[src/hw/csa_regmap_pkg.sv]
`default_nettype none

package csa_regmap_pkg;

	localparam int ADDR_BITS = 10;

	typedef logic [ADDR_BITS-1:0] addr_t;

	localparam addr_t ADDR_CHANNEL = addr_t'(0);

	localparam addr_t ADDR_IN_VALID = addr_t'(1);
	localparam addr_t ADDR_IN_0 = addr_t'(2);
	localparam addr_t ADDR_IN_1 = addr_t'(3);
	localparam addr_t ADDR_IN_2 = addr_t'(4);
	localparam addr_t ADDR_IN_3 = addr_t'(5);
	localparam addr_t ADDR_IN_4 = addr_t'(6);

	localparam addr_t ADDR_OUT_VALID = addr_t'(7);
	localparam addr_t ADDR_OUT_0 = addr_t'(8);
	localparam addr_t ADDR_OUT_1 = addr_t'(9);
	localparam addr_t ADDR_OUT_2 = addr_t'(10);
	localparam addr_t ADDR_OUT_3 = addr_t'(11);
	localparam addr_t ADDR_OUT_4 = addr_t'(12);
	localparam addr_t ADDR_OUT_5 = addr_t'(13);
	localparam addr_t ADDR_OUT_6 = addr_t'(14);

	localparam logic [15:0] UNMAPPED_TAG = 16'hE000; // Upper half of a read from a hole

endpackage

`default_nettype wire

[src/hw/csa_pkg.sv]
`default_nettype none

package csa_pkg;

	localparam int LANE_NUM = 4;
	localparam int IN_WORDS = 5; // Tag, seed low, seed high, count, start
	localparam int OUT_WORDS = 7; // Input record followed by the two digest words
	localparam int ROT_BITS = 7;

	typedef logic [31:0] word_t;
	typedef logic [47:0] seed_t;
	typedef logic [63:0] digest_t;

	typedef logic [$clog2(LANE_NUM)-1:0] lane_idx_t;
	typedef logic [LANE_NUM-1:0] lane_mask_t;

	// Job fetch from the input FIFO and hand-off to a free lane
	typedef enum logic [1:0] {
		IDLE,
		FETCH,
		SEEK,
		LOAD
	} rd_state_e;

	// Result collection from the lanes and streaming to the output FIFO
	typedef enum logic [1:0] {
		SCAN,
		TAKE,
		HOLD,
		SEND
	} wr_state_e;

endpackage

`default_nettype wire
[src/hw/csa_top.sv]
`timescale 1ns/1ps
`default_nettype none

module csa_top
	import csa_pkg::*, csa_regmap_pkg::*;
(
	input  logic  axi_mm_clk,
	input  logic  rst_n,
	input  logic  wen_i,
	input  addr_t waddr_i,
	input  word_t wdata_i,
	input  logic  ren_i,
	input  addr_t raddr_i,
	output word_t rdata_o,
	input  logic  in_ready_i,
	output logic  in_ren_o,
	input  word_t in_rdata_i,
	input  logic  out_full_i,
	output logic  out_wen_o,
	output word_t out_wdata_o
);

	lane_idx_t channel;
	logic snap_in_we;
	logic snap_out_we;
	word_t snap_tag;
	word_t snap_count;
	word_t snap_start;
	seed_t snap_seed;
	digest_t snap_digest;

	lane_mask_t lane_full;
	lane_mask_t lane_ready;
	lane_mask_t lane_wen;
	lane_mask_t lane_ren;
	word_t job_tag;
	word_t job_count;
	word_t job_start;
	seed_t job_seed;

	word_t lane_tag [LANE_NUM];
	word_t lane_count [LANE_NUM];
	word_t lane_start [LANE_NUM];
	seed_t lane_seed [LANE_NUM];
	digest_t lane_digest [LANE_NUM];
	lane_idx_t sel_idx; // Lane read last whose fields are valid one cycle after the read

	always_ff @(posedge axi_mm_clk) begin
		if (!rst_n) begin
			sel_idx <= '0;
		end else begin
			for (int i = 0; i < LANE_NUM; i++) begin
				if (lane_ren[i]) begin
					sel_idx <= lane_idx_t'(i);
				end
			end
		end
	end

	csa_regs u_regs (
		.axi_mm_clk(axi_mm_clk), .rst_n(rst_n),
		.wen_i(wen_i), .waddr_i(waddr_i), .wdata_i(wdata_i),
		.ren_i(ren_i), .raddr_i(raddr_i), .rdata_o(rdata_o),
		.channel_o(channel),
		.snap_in_we_i(snap_in_we), .snap_out_we_i(snap_out_we),
		.snap_tag_i(snap_tag), .snap_count_i(snap_count), .snap_start_i(snap_start),
		.snap_seed_i(snap_seed), .snap_digest_i(snap_digest)
	);

	csa_dispatch u_dispatch (
		.axi_mm_clk(axi_mm_clk), .rst_n(rst_n), .channel_i(channel),
		.in_ready_i(in_ready_i), .in_ren_o(in_ren_o), .in_rdata_i(in_rdata_i),
		.out_full_i(out_full_i), .out_wen_o(out_wen_o), .out_wdata_o(out_wdata_o),
		.lane_full_i(lane_full), .lane_ready_i(lane_ready),
		.lane_wen_o(lane_wen), .lane_ren_o(lane_ren),
		.job_tag_o(job_tag), .job_count_o(job_count), .job_start_o(job_start),
		.job_seed_o(job_seed),
		.ret_tag_i(lane_tag[sel_idx]), .ret_count_i(lane_count[sel_idx]),
		.ret_start_i(lane_start[sel_idx]), .ret_seed_i(lane_seed[sel_idx]),
		.ret_digest_i(lane_digest[sel_idx]),
		.snap_in_we_o(snap_in_we), .snap_out_we_o(snap_out_we),
		.snap_tag_o(snap_tag), .snap_count_o(snap_count), .snap_start_o(snap_start),
		.snap_seed_o(snap_seed), .snap_digest_o(snap_digest)
	);

	for (genvar g = 0; g < LANE_NUM; g++) begin : g_lane
		csa_lane u_lane (
			.axi_mm_clk(axi_mm_clk), .rst_n(rst_n),
			.wen_i(lane_wen[g]),
			.tag_i(job_tag), .count_i(job_count), .start_i(job_start), .seed_i(job_seed),
			.full_o(lane_full[g]), .ready_o(lane_ready[g]), .ren_i(lane_ren[g]),
			.tag_o(lane_tag[g]), .count_o(lane_count[g]), .start_o(lane_start[g]),
			.seed_o(lane_seed[g]), .digest_o(lane_digest[g])
		);
	end

endmodule

`default_nettype wire

[src/hw/csa_lane.sv]
`timescale 1ns/1ps
`default_nettype none

module csa_lane
	import csa_pkg::*;
(
	input  logic    axi_mm_clk,
	input  logic    rst_n,
	input  logic    wen_i,
	input  word_t   tag_i,
	input  word_t   count_i,
	input  word_t   start_i,
	input  seed_t   seed_i,
	output logic    full_o,
	output logic    ready_o,
	input  logic    ren_i,
	output word_t   tag_o,
	output word_t   count_o,
	output word_t   start_o,
	output seed_t   seed_o,
	output digest_t digest_o
);

	logic full_q;
	logic busy_q;
	logic ready_q;

	word_t tag_q;
	seed_t seed_q;
	word_t count_q;
	word_t start_q;

	digest_t mix_state;
	digest_t rot_state;
	digest_t next_state;
	word_t add_q; // Start plus the iteration number
	word_t rem_q;

	assign rot_state = (mix_state << ROT_BITS) | (mix_state >> ($bits(digest_t) - ROT_BITS));
	assign next_state = (rot_state ^ digest_t'(seed_q)) + digest_t'(add_q);

	always_ff @(posedge axi_mm_clk) begin
		if (!rst_n) begin
			full_q <= 1'b0;
			busy_q <= 1'b0;
			ready_q <= 1'b0;
		end else if (wen_i) begin
			full_q <= 1'b1;
			busy_q <= (count_i != '0);
			ready_q <= (count_i == '0); // Zero rounds leave the seed state as digest
		end else if (ren_i) begin
			full_q <= 1'b0;
			ready_q <= 1'b0;
		end else if (busy_q && (rem_q == word_t'(1))) begin
			busy_q <= 1'b0;
			ready_q <= 1'b1;
		end
	end

	always_ff @(posedge axi_mm_clk) begin
		if (wen_i) begin
			tag_q <= tag_i;
			seed_q <= seed_i;
			count_q <= count_i;
			start_q <= start_i;
			mix_state <= {tag_i, seed_i[31:0]};
			add_q <= start_i;
			rem_q <= count_i;
		end else if (busy_q) begin
			mix_state <= next_state;
			add_q <= add_q + word_t'(1);
			rem_q <= rem_q - word_t'(1);
		end
	end

	assign full_o = full_q;
	assign ready_o = ready_q;
	assign tag_o = tag_q;
	assign count_o = count_q;
	assign start_o = start_q;
	assign seed_o = seed_q;
	assign digest_o = mix_state;

endmodule

`default_nettype wire

[src/hw/csa_dispatch.sv]
`timescale 1ns/1ps
`default_nettype none

module csa_dispatch
	import csa_pkg::*;
(
	input  logic       axi_mm_clk,
	input  logic       rst_n,
	input  lane_idx_t  channel_i,
	input  logic       in_ready_i,
	output logic       in_ren_o,
	input  word_t      in_rdata_i,
	input  logic       out_full_i,
	output logic       out_wen_o,
	output word_t      out_wdata_o,
	input  lane_mask_t lane_full_i,
	input  lane_mask_t lane_ready_i,
	output lane_mask_t lane_wen_o,
	output lane_mask_t lane_ren_o,
	output word_t      job_tag_o,
	output word_t      job_count_o,
	output word_t      job_start_o,
	output seed_t      job_seed_o,
	input  word_t      ret_tag_i,
	input  word_t      ret_count_i,
	input  word_t      ret_start_i,
	input  seed_t      ret_seed_i,
	input  digest_t    ret_digest_i,
	output logic       snap_in_we_o,
	output logic       snap_out_we_o,
	output word_t      snap_tag_o,
	output word_t      snap_count_o,
	output word_t      snap_start_o,
	output seed_t      snap_seed_o,
	output digest_t    snap_digest_o
);

	rd_state_e rd_state;
	logic [2:0] fetch_cnt;
	lane_idx_t fetch_ptr;
	word_t job_tag;
	seed_t job_seed;
	word_t job_count;
	word_t job_start;

	wr_state_e wr_state;
	logic [2:0] send_cnt;
	lane_idx_t coll_ptr;
	logic snap_out_pend;
	word_t rec_tag;
	seed_t rec_seed;
	word_t rec_count;
	word_t rec_start;
	digest_t rec_digest;

	function automatic lane_idx_t next_lane(input lane_idx_t idx);
		if (idx == lane_idx_t'(LANE_NUM - 1)) begin
			return '0;
		end
		return idx + lane_idx_t'(1);
	endfunction

	always_ff @(posedge axi_mm_clk) begin
		if (!rst_n) begin
			rd_state <= IDLE;
			fetch_cnt <= '0;
			fetch_ptr <= '0;
		end else begin
			case (rd_state)
				IDLE: begin
					fetch_cnt <= '0;
					if (in_ready_i) begin
						rd_state <= FETCH;
					end
				end
				FETCH: begin
					fetch_cnt <= fetch_cnt + 3'd1;
					if (fetch_cnt == 3'(IN_WORDS)) begin // Last word is on the bus
						rd_state <= SEEK;
					end
				end
				SEEK: begin
					if (lane_full_i[fetch_ptr]) begin
						fetch_ptr <= next_lane(fetch_ptr);
					end else begin
						rd_state <= LOAD;
					end
				end
				LOAD: begin
					fetch_ptr <= next_lane(fetch_ptr); // Next search starts one lane on
					rd_state <= IDLE;
				end
				default: rd_state <= IDLE;
			endcase
		end
	end

	// Word k arrives one cycle after its read pulse, when fetch_cnt is k + 1
	always_ff @(posedge axi_mm_clk) begin
		if (rd_state == FETCH) begin
			case (fetch_cnt)
				3'd1: job_tag <= in_rdata_i;
				3'd2: job_seed[31:0] <= in_rdata_i;
				3'd3: job_seed[47:32] <= in_rdata_i[15:0];
				3'd4: job_count <= in_rdata_i;
				3'd5: job_start <= in_rdata_i;
				default: ;
			endcase
		end
	end

	assign in_ren_o = (rd_state == FETCH) && (fetch_cnt < 3'(IN_WORDS));
	assign lane_wen_o = (rd_state == LOAD) ? (lane_mask_t'(1) << fetch_ptr) : '0;
	assign snap_in_we_o = (rd_state == LOAD) && (fetch_ptr == channel_i);

	assign job_tag_o = job_tag;
	assign job_seed_o = job_seed;
	assign job_count_o = job_count;
	assign job_start_o = job_start;

	always_ff @(posedge axi_mm_clk) begin
		if (!rst_n) begin
			wr_state <= SCAN;
			send_cnt <= '0;
			coll_ptr <= '0;
			snap_out_pend <= 1'b0;
		end else begin
			if (snap_out_we_o) begin
				snap_out_pend <= 1'b0;
			end
			case (wr_state)
				SCAN: begin
					if (!lane_ready_i[coll_ptr]) begin
						coll_ptr <= next_lane(coll_ptr);
					end else if (!out_full_i) begin
						wr_state <= TAKE; // A full FIFO leaves the result in its lane
					end
				end
				TAKE: wr_state <= HOLD;
				HOLD: begin
					send_cnt <= '0;
					wr_state <= SEND;
					if (coll_ptr == channel_i) begin
						snap_out_pend <= 1'b1;
					end
				end
				SEND: begin
					if (out_wen_o) begin
						if (send_cnt == 3'(OUT_WORDS - 1)) begin
							coll_ptr <= next_lane(coll_ptr);
							wr_state <= SCAN;
						end else begin
							send_cnt <= send_cnt + 3'd1;
						end
					end
				end
				default: wr_state <= SCAN;
			endcase
		end
	end

	always_ff @(posedge axi_mm_clk) begin
		if (wr_state == HOLD) begin
			rec_tag <= ret_tag_i;
			rec_seed <= ret_seed_i;
			rec_count <= ret_count_i;
			rec_start <= ret_start_i;
			rec_digest <= ret_digest_i;
		end
	end

	assign lane_ren_o = (wr_state == TAKE) ? (lane_mask_t'(1) << coll_ptr) : '0;
	assign out_wen_o = (wr_state == SEND) && ((send_cnt != '0) || !out_full_i);

	always_comb begin
		case (send_cnt)
			3'd0: out_wdata_o = rec_tag;
			3'd1: out_wdata_o = rec_seed[31:0];
			3'd2: out_wdata_o = word_t'(rec_seed[47:32]);
			3'd3: out_wdata_o = rec_count;
			3'd4: out_wdata_o = rec_start;
			3'd5: out_wdata_o = rec_digest[31:0];
			3'd6: out_wdata_o = rec_digest[63:32];
			default: out_wdata_o = '0;
		endcase
	end

	// A job load takes the shared snapshot bus first and a result waits one cycle
	assign snap_out_we_o = snap_out_pend && !snap_in_we_o;
	assign snap_tag_o = snap_in_we_o ? job_tag : rec_tag;
	assign snap_seed_o = snap_in_we_o ? job_seed : rec_seed;
	assign snap_count_o = snap_in_we_o ? job_count : rec_count;
	assign snap_start_o = snap_in_we_o ? job_start : rec_start;
	assign snap_digest_o = rec_digest;

endmodule

`default_nettype wire

[src/hw/csa_regs.sv]
`timescale 1ns/1ps
`default_nettype none

module csa_regs
	import csa_pkg::*, csa_regmap_pkg::*;
(
	input  logic      axi_mm_clk,
	input  logic      rst_n,
	input  logic      wen_i,
	input  addr_t     waddr_i,
	input  word_t     wdata_i,
	input  logic      ren_i,
	input  addr_t     raddr_i,
	output word_t     rdata_o,
	output lane_idx_t channel_o,
	input  logic      snap_in_we_i,
	input  logic      snap_out_we_i,
	input  word_t     snap_tag_i,
	input  word_t     snap_count_i,
	input  word_t     snap_start_i,
	input  seed_t     snap_seed_i,
	input  digest_t   snap_digest_i
);

	lane_idx_t channel;
	logic chan_changed;
	logic in_valid;
	logic out_valid;

	word_t in_tag;
	seed_t in_seed;
	word_t in_count;
	word_t in_start;

	word_t out_tag;
	seed_t out_seed;
	word_t out_count;
	word_t out_start;
	digest_t out_digest;

	always_ff @(posedge axi_mm_clk) begin
		if (!rst_n) begin
			channel <= '0;
			chan_changed <= 1'b0;
		end else begin
			chan_changed <= 1'b0;
			if (wen_i && (waddr_i == ADDR_CHANNEL) && (wdata_i < word_t'(LANE_NUM))) begin
				channel <= lane_idx_t'(wdata_i);
				chan_changed <= 1'b1; // Old snapshots belong to another lane now
			end
		end
	end

	always_ff @(posedge axi_mm_clk) begin
		if (!rst_n) begin
			in_valid <= 1'b0;
			out_valid <= 1'b0;
		end else begin
			if (chan_changed) begin
				in_valid <= 1'b0;
				out_valid <= 1'b0;
			end else begin
				if (snap_in_we_i) begin
					in_valid <= 1'b1;
				end
				if (snap_out_we_i) begin
					out_valid <= 1'b1;
				end
			end
		end
	end

	always_ff @(posedge axi_mm_clk) begin
		if (snap_in_we_i) begin
			in_tag <= snap_tag_i;
			in_seed <= snap_seed_i;
			in_count <= snap_count_i;
			in_start <= snap_start_i;
		end
		if (snap_out_we_i) begin
			out_tag <= snap_tag_i;
			out_seed <= snap_seed_i;
			out_count <= snap_count_i;
			out_start <= snap_start_i;
			out_digest <= snap_digest_i;
		end
	end

	always_ff @(posedge axi_mm_clk) begin
		if (!rst_n) begin
			rdata_o <= '0;
		end else if (ren_i) begin
			case (raddr_i)
				ADDR_CHANNEL:   rdata_o <= word_t'(channel);
				ADDR_IN_VALID:  rdata_o <= word_t'(in_valid);
				ADDR_IN_0:      rdata_o <= in_tag;
				ADDR_IN_1:      rdata_o <= in_seed[31:0];
				ADDR_IN_2:      rdata_o <= word_t'(in_seed[47:32]);
				ADDR_IN_3:      rdata_o <= in_count;
				ADDR_IN_4:      rdata_o <= in_start;
				ADDR_OUT_VALID: rdata_o <= word_t'(out_valid);
				ADDR_OUT_0:     rdata_o <= out_tag;
				ADDR_OUT_1:     rdata_o <= out_seed[31:0];
				ADDR_OUT_2:     rdata_o <= word_t'(out_seed[47:32]);
				ADDR_OUT_3:     rdata_o <= out_count;
				ADDR_OUT_4:     rdata_o <= out_start;
				ADDR_OUT_5:     rdata_o <= out_digest[31:0];
				ADDR_OUT_6:     rdata_o <= out_digest[63:32];
				default:        rdata_o <= {UNMAPPED_TAG, {(16 - ADDR_BITS){1'b0}}, raddr_i};
			endcase
		end
	end

	assign channel_o = channel;

endmodule

`default_nettype wire

[config.mk]
export PLATFORM = sky130hd
export DESIGN_NAME = csa_top
export DESIGN_NICKNAME = d
export VERILOG_FILES = /design/src/hw/csa_regmap_pkg.sv /design/src/hw/csa_pkg.sv /design/src/hw/csa_top.sv /design/src/hw/csa_lane.sv /design/src/hw/csa_dispatch.sv /design/src/hw/csa_regs.sv
export SDC_FILE = /design/constraint.sdc
export NUM_CORES = 2
export LEC_CHECK = 0
export BUFFER_PORTS_ARGS = -buffer_cell sky130_fd_sc_hd__buf_2
export CORE_MARGIN = 2
export CORE_UTILIZATION = 39
export CTS_CLUSTER_SIZE = 16
export DETAILED_ROUTE_END_ITERATION = 8
export GPL_ROUTABILITY_DRIVEN = 0
export SLEW_MARGIN = 0
export SYNTH_ARGS = -nofsm -noshare
export SYNTH_HDL_FRONTEND = slang
export SYNTH_SLANG_ARGS = --single-unit
[constraint.sdc]
create_clock -name axi_mm_clk -period 8.3 [get_ports axi_mm_clk]
set_input_delay 0.415 -clock axi_mm_clk [delete_from_list [all_inputs] [get_ports axi_mm_clk]]
set_output_delay 0.415 -clock axi_mm_clk [all_outputs]
set_load 0.01 [all_outputs]
# --- Word level (Yosys, flattened, before mapping) ---
# Index checks and enable logic that the tools add are counted.
totals:
  mem_bits_rw: 0
  romBits: 0
  latchBits: 0
  wordCells: 345
  memories: 0
  reg_bits: 1858
classes:
  n_mul: 0
  add_sub_neg: 16
  n_bitwise: 10
  n_mux: 130
  magnitude_cmp: 5
  n_reduce_logical: 57
  n_eq_ne: 53
  shifts: 2
  div_mod_pow: 0
op_table:
  columns: ["cell", "count"]
  rows:
  - ["$mux W32", 25]
  - ["$mux W64", 10]
  - ["$pmux W32 S15", 1]
  - ["$add A64 B32 Y64", 4]
  - ["$or A64 B7 Y64", 4]
  - ["$xor A64 B48 Y64", 4]
  - ["$pmux W32 S7", 1]
  - ["$bmux W32 S2", 3]
  - ["$mux W48", 3]
  - ["$add A32 B1 Y32 const B", 4]
  - ["$bmux W64 S2", 1]
  - ["$eq A32 B1 Y1 const B", 4]
  - ["$sub A32 B1 Y32 const B", 4]
  - ["$bmux W48 S2", 1]
  - ["$eq A10 B4 Y1 const B", 7]
  - ["$mux W1", 52]
  - ["$mux W2", 21]
  - ["$eq A10 B3 Y1 const B", 4]
  - ["$logic_not A32 Y1", 1]
  - ["$lt A32 B3 Y1 const B", 1]
  - ["$reduce_bool A2 Y1", 16]
  - ["$reduce_bool A32 Y1", 1]
  - ["$eq A10 B2 Y1 const B", 2]
  - ["$logic_not A10 Y1", 2]
  - ["34 further kinds", 97]

# --- Logic depth before layout (Yosys ltp) ---
logic_depth:
  depth_word: 10
  ltp_mapped: 15

# --- Cells and area by module ---
# Synthesis repeated with hierarchy kept, for this count alone.
hier_totals:
  hier_cells: 6689
  area_unflattened_um2: 90043.9
by_module_without_submodules:
  columns: ["mod", "area_each_um2", "instances", "cells_per_inst"]
  rows:
  - ["csa_lane (g_lane[0].u_lane ...)", 13701.9, 3, 1159]
  - ["csa_regs", 15242.1, 1, 947]
  - ["csa_dispatch", 14888.0, 1, 826]
  - ["csa_lane (g_lane[3].u_lane)", 13768.2, 1, 1177]
  - ["csa_top", 5039.8, 1, 262]

# --- Least setup slack after synthesis ---
# Ideal clock, no wire load.
synth_path:
  path_type: "register to register"
  start: "register u_dispatch.rd_state[0]"
  end: "register u_regs.out_count[0], enable pin"
  stages_incl_launch_ff: 6
  t_arrival_ns: 5.782
  required_time_ns: 7.705
  setup_slack_ns: 1.923
  setup_ns: 0.595
  period_less_slack_ns: 6.377
  cell_sequence: "dfxtp_1 -> ha_1 -> clkbuf_1 -> nand3_1 -> clkbuf_1 -> and2_1"
synth_between:
  elab_chain_cells: 4
synth_lines:
  columns: ["item", "line_no", "rtl"]
  rows:
  - ["start, declared", "csa_dispatch.sv:38", "rd_state_e rd_state;"]
  - ["start signal, assigned", "csa_dispatch.sv:65", "rd_state <= IDLE;"]
  - ["start signal, assigned", "csa_dispatch.sv:73", "rd_state <= FETCH;"]
  - ["start signal, assigned", "csa_dispatch.sv:79", "rd_state <= SEEK;"]
  - ["$eq A2 B2 Y1", "csa_dispatch.sv:114", "assign snap_in_we_o = (rd_state == LOAD) && (fetch_ptr == channel_i);"]
  - ["$logic_and A1 B1 Y1", "csa_dispatch.sv:114", null]
  - ["$logic_not A1 Y1", "csa_dispatch.sv:189", "assign snap_out_we_o = snap_out_pend && !snap_in_we_o;"]
  - ["$logic_and A1 B1 Y1", "csa_dispatch.sv:189", null]
  - ["via snap_out_we", "csa_top.sv:25", "logic snap_out_we;"]
  - ["end signal, assigned", "csa_regs.sv:83", "out_count <= snap_count_i;"]
  - ["end, declared", "csa_regs.sv:37", "word_t out_count;"]
# The timed path passes the listed nets, and every way through them passes these cells.
# A chain may end at the register's enable or synchronous reset.

# --- Worst setup path in the final report ---
layout_path:
  start: "register g_lane[0].u_lane.mix_state[18]"
  end: "register g_lane[0].u_lane.mix_state[57], data pin"
layout_between:
  elab_chain_cells: 5
layout_lines:
  columns: ["item", "line_no", "rtl"]
  rows:
  - ["start, declared", "csa_lane.sv:33", "digest_t mix_state;"]
  - ["start signal, assigned", "csa_lane.sv:66", "mix_state <= {tag_i, seed_i[31:0]};"]
  - ["start signal, assigned", "csa_lane.sv:70", "mix_state <= next_state;"]
  - ["$or A64 B7 Y64", "csa_lane.sv:39", "assign rot_state = (mix_state << ROT_BITS) | (mix_state >> ($bits(digest_t) - ROT_BITS));"]
  - ["$xor A64 B48 Y64", "csa_lane.sv:40", "assign next_state = (rot_state ^ digest_t'(seed_q)) + digest_t'(add_q);"]
  - ["$add A64 B32 Y64", "csa_lane.sv:40", null]
  - ["$mux W64", "csa_lane.sv:69", "end else if (busy_q) begin"]
  - ["$mux W64", "csa_lane.sv:61", "if (wen_i) begin"]
# No other way between the ends. The select of a mux whose other input is x is not followed.

==> results.md <==
- Status: finished, violations left
- Failing checks: design-rule violations
- DP HPWL: 230000 µm
- Worst path arrival time: between 5000 and 6000 ps
- Clock Sinks: roughly 1.9k
- Worst slew margin: about 7%
- Share of flip-flops with an asynchronous set or reset: 0%
- Worst Tran Pin Value: about 1400 ps
- Die area: roughly 0.23 mm²
- Mapped Avg Cell Area: 13.0 µm²
- Synth cell types: 88
- Number of nets in the layout: roughly 7k
- Fin Setup TNS: 0 ps
- Remaining global-route overflow: 0
- Syn-to-layout area delta: 13.0%
- FF-to-FF path depth: 11
- Via density: between 6 and 7
- Share of cells above drive strength 1: about an eighth
- Vias in the first global route: between 50k and 60k
- Clock root buffer: clkbuf_16
- Postcts setup bufs: 0
- Ports: around 160
- H-tree levels: 4
- # hold bufs at CTS: 43
- F_max: 198 MHz
- Post-synthesis cell count: roughly 6.7k
- Routed WL per cell: roughly 32 µm
- Dpl cells: around 9.6k
- Worst-path clk slew: ~60 ps
- CP max FO: 7
- Syn. warnings: 0
- Fin crit share: approximately 60%
- Initial Utilization: approximately two fifths
- RSZ-0062 raised after global routing: no
- Nature of the critical path endpoint: flip-flop
- Hold path depth: 6
- Later-pin clock latency in the skew report: 900 ps
- Yosys top cell by area: edfxtp_1
- Final min period: 5050 ps
- Detailed-route via count: between 60k and 70k
- Worst hold path type: in -> reg
- Worst IR drop on VDD: between 0.0002 and 0.00025 V
- Hold WS: about 54 ps
- Die height: between 400 and 500 µm
- Post-Layout Cell Count: 10.1k
- Startpoint Class: flip-flop
- I/O Buffers: ~160
- Clock Skew: just under 70 ps
- Max Cap Viol: 0
- Post-Syn Nets: about 7.0k
- Synth Flop Type: edfxtp_1
- DRT iter0 DRCs: around 10k
- CTS tree: built
- CTS resizes: 0
- Crit Path Class: reg -> reg
- Post-synth EDFFs: between 1.5k and 2k
- Post-Syn Area: slightly below 0.09 mm²
- Number of CTS-inserted buffers: 193
- Top-count cell post-synth: edfxtp_1
- Core area: between 0.2 and 0.25 mm²
- Die width: between 400 and 500 µm
- # fillers: between 15k and 20k
- Seq/Total Area, Yosys: between 60 and 70%
- Antenna-violating nets left: 0
- Synth area leaders: edfxtp_1 62%, mux4_2 5.5%, nand2_1 4.5%, xor2_1 3.7%, xnor2_1 2.7%
- Routed WL: roughly 320000 µm
- Most frequent cells after synthesis: 1792 x edfxtp_1, 1043 x nand2_1, 421 x nor2_1, 415 x o21ai_0, 365 x xor2_1
- Initial antenna violation count: 34
- FF+latch count, synth: between 1.5k and 2k
- Top cell type's share of synthesized area: 61.8%
- Final setup violation count: 0
- Total power: between 20 and 25 mW
- Data required time of the worst path: slightly below 9000 ps
- Total track usage: between 20% and 30%
- # DRC: 10
- Row cnt: about 170
- First-pass GRT wire length: roughly 450000 µm
- Clock Path Buffers: 3
- Detailed Routing Iterations Pass 1: 9
- Pin count of the biggest net entering global routing: 154
- Max-slew violation count: 0
- Leak pwr: around 32 nW
- Power Density: about 230 mW/mm²
- Final Hold Vio Count: 0
[area by class of cell]
cell class | count | area [µm²] | area share, %
clock inverter | 126 | 1410 | 1.43
clock buffer | 237 | 5060 | 5.14
antenna | 12 | 30.0 | 0.0305
multi-input combinational | 4460 | 30700 | 31.1
tap | 2975 | 3720 | 3.78
inverter | 84 | 353 | 0.358
sequential | 1858 | 55100 | 56.0
timing repair buffer | 300 | 2080 | 2.12
[metal layers]
layer  vias to the layer above  track usage (%)  wire length (µm)
met5                         -                0               112
met4                        16             12.1             15900
met3                       686             9.39             47300
met2                      4371             40.0            137000
met1                     30837             38.1            124000
li1                      25766                -                 -
[worst max-delay path, cell delays in order (launching register included)]
cell and delay (ps):
edfxtp_1 510, xor2_1 200, ha_1 450, nand4_1 410
nor4_1 880, o311ai_1 590, a31oi_1 310, buf_4 230
nand2_1 190, nor3_1 330, xnor2_1 100, a21oi_1 550
[flip-flops by register name, indices dropped and copies added (netlist names), 48 cells and up]
name and cells:
g_lane.u_lane.add_q 128, g_lane.u_lane.count_o 128, g_lane.u_lane.digest_o 256, g_lane.u_lane.rem_q 128, g_lane.u_lane.seed_o 192, g_lane.u_lane.start_o 128
g_lane.u_lane.tag_o 128, u_dispatch.job_seed_o 48, u_dispatch.rec_seed 48, u_dispatch.snap_digest_o 64, u_regs.in_seed 48, u_regs.out_digest 64
u_regs.out_seed 48
[path summary, 6_finish.rpt]
| check | from | end | slack, ps |
|---|---|---|---|
| setup reg to reg | g_lane[0].u_lane.digest_o[18]$_DFFE_PP_ | g_lane[0].u_lane.digest_o[57]$_DFFE_PP_ | 3250 |
| setup / recovery | g_lane[0].u_lane.digest_o[18]$_DFFE_PP_ | g_lane[0].u_lane.digest_o[57]$_DFFE_PP_ | 3250 |
| hold reg to reg | u_dispatch.snap_digest_o[27]$_DFFE_PP_ | u_regs.out_digest[27]$_DFFE_PP_ | 450 |
| hold / removal | wdata_i[25] | u_regs.channel_o[0]$_SDFFE_PN0P_ | 50 |
[cell families (layout without fill, tap and decap cells)]
group	count (synthesis)	count (layout)	synth area share, %
xor+xnor	638	638	6.41
mux	239	239	5.80
flops	1858	1858	63.3
buf+inv	391	747	1.69
compound gates	1284	1284	9.34
fa+ha+maj	174	174	2.53
simple gates	2125	2125	10.9
other cells	0	12	0
[report_power, final]
part / internal, mW / total, mW / leakage [nW] / switching, mW
logic: 0.872 / 2.56 / 12.4 / 1.69
registers: 10.7 / 11.1 / 16.7 / 0.343
clock network: 5.03 / 8.95 / 3.12 / 3.91
[through the flow]
stage / instance area (µm²) / worst slack (ps) / utilization [%]
6_report: 98500 / 3250 / 44.3
5_1_grt: 98400 / 3350 / 44.3
4_1_cts: 98400 / 3670 / 44.3
3_5_place_dp: 91500 / 3720 / 41.2
3_3_place_gp: 91500 / 3700 / 41.2
2_1_floorplan: 87100 / 1920 / -
[layout by cell type, fill, tap and decap left out, types with 21 or more instances in the layout]
master,netlist,final
or3_1,30,30
clkinv_2,0,35
clkbuf_1,256,37
edfxtp_1,1792,1792
clkbuf_16,0,193
a211o_1,23,23
bufinv_16,0,21
xor2_1,365,365
o21ai_0,415,415
nor2_1,421,411
buf_2,3,155
a221oi_1,71,71
ha_1,170,167
clkinv_1,2,43
a21oi_1,301,301
nor4_1,81,79
and3_1,77,73
inv_1,82,77
dlygate4sd3_1,0,43
nand2_1,1043,1039
nand2b_1,43,39
a31oi_1,79,79
or4_1,21,21
a22oi_1,59,59
xnor2_1,273,273
nand3_1,132,131
o211ai_1,24,24
a21o_1,82,82
buf_4,0,93
nand4_1,64,64
a222oi_1,56,56
dfxtp_1,66,63
mux4_2,211,211
nor3_1,96,96
nor2b_1,35,35
a22o_1,36,36
(Power assumes the default switching activity.)
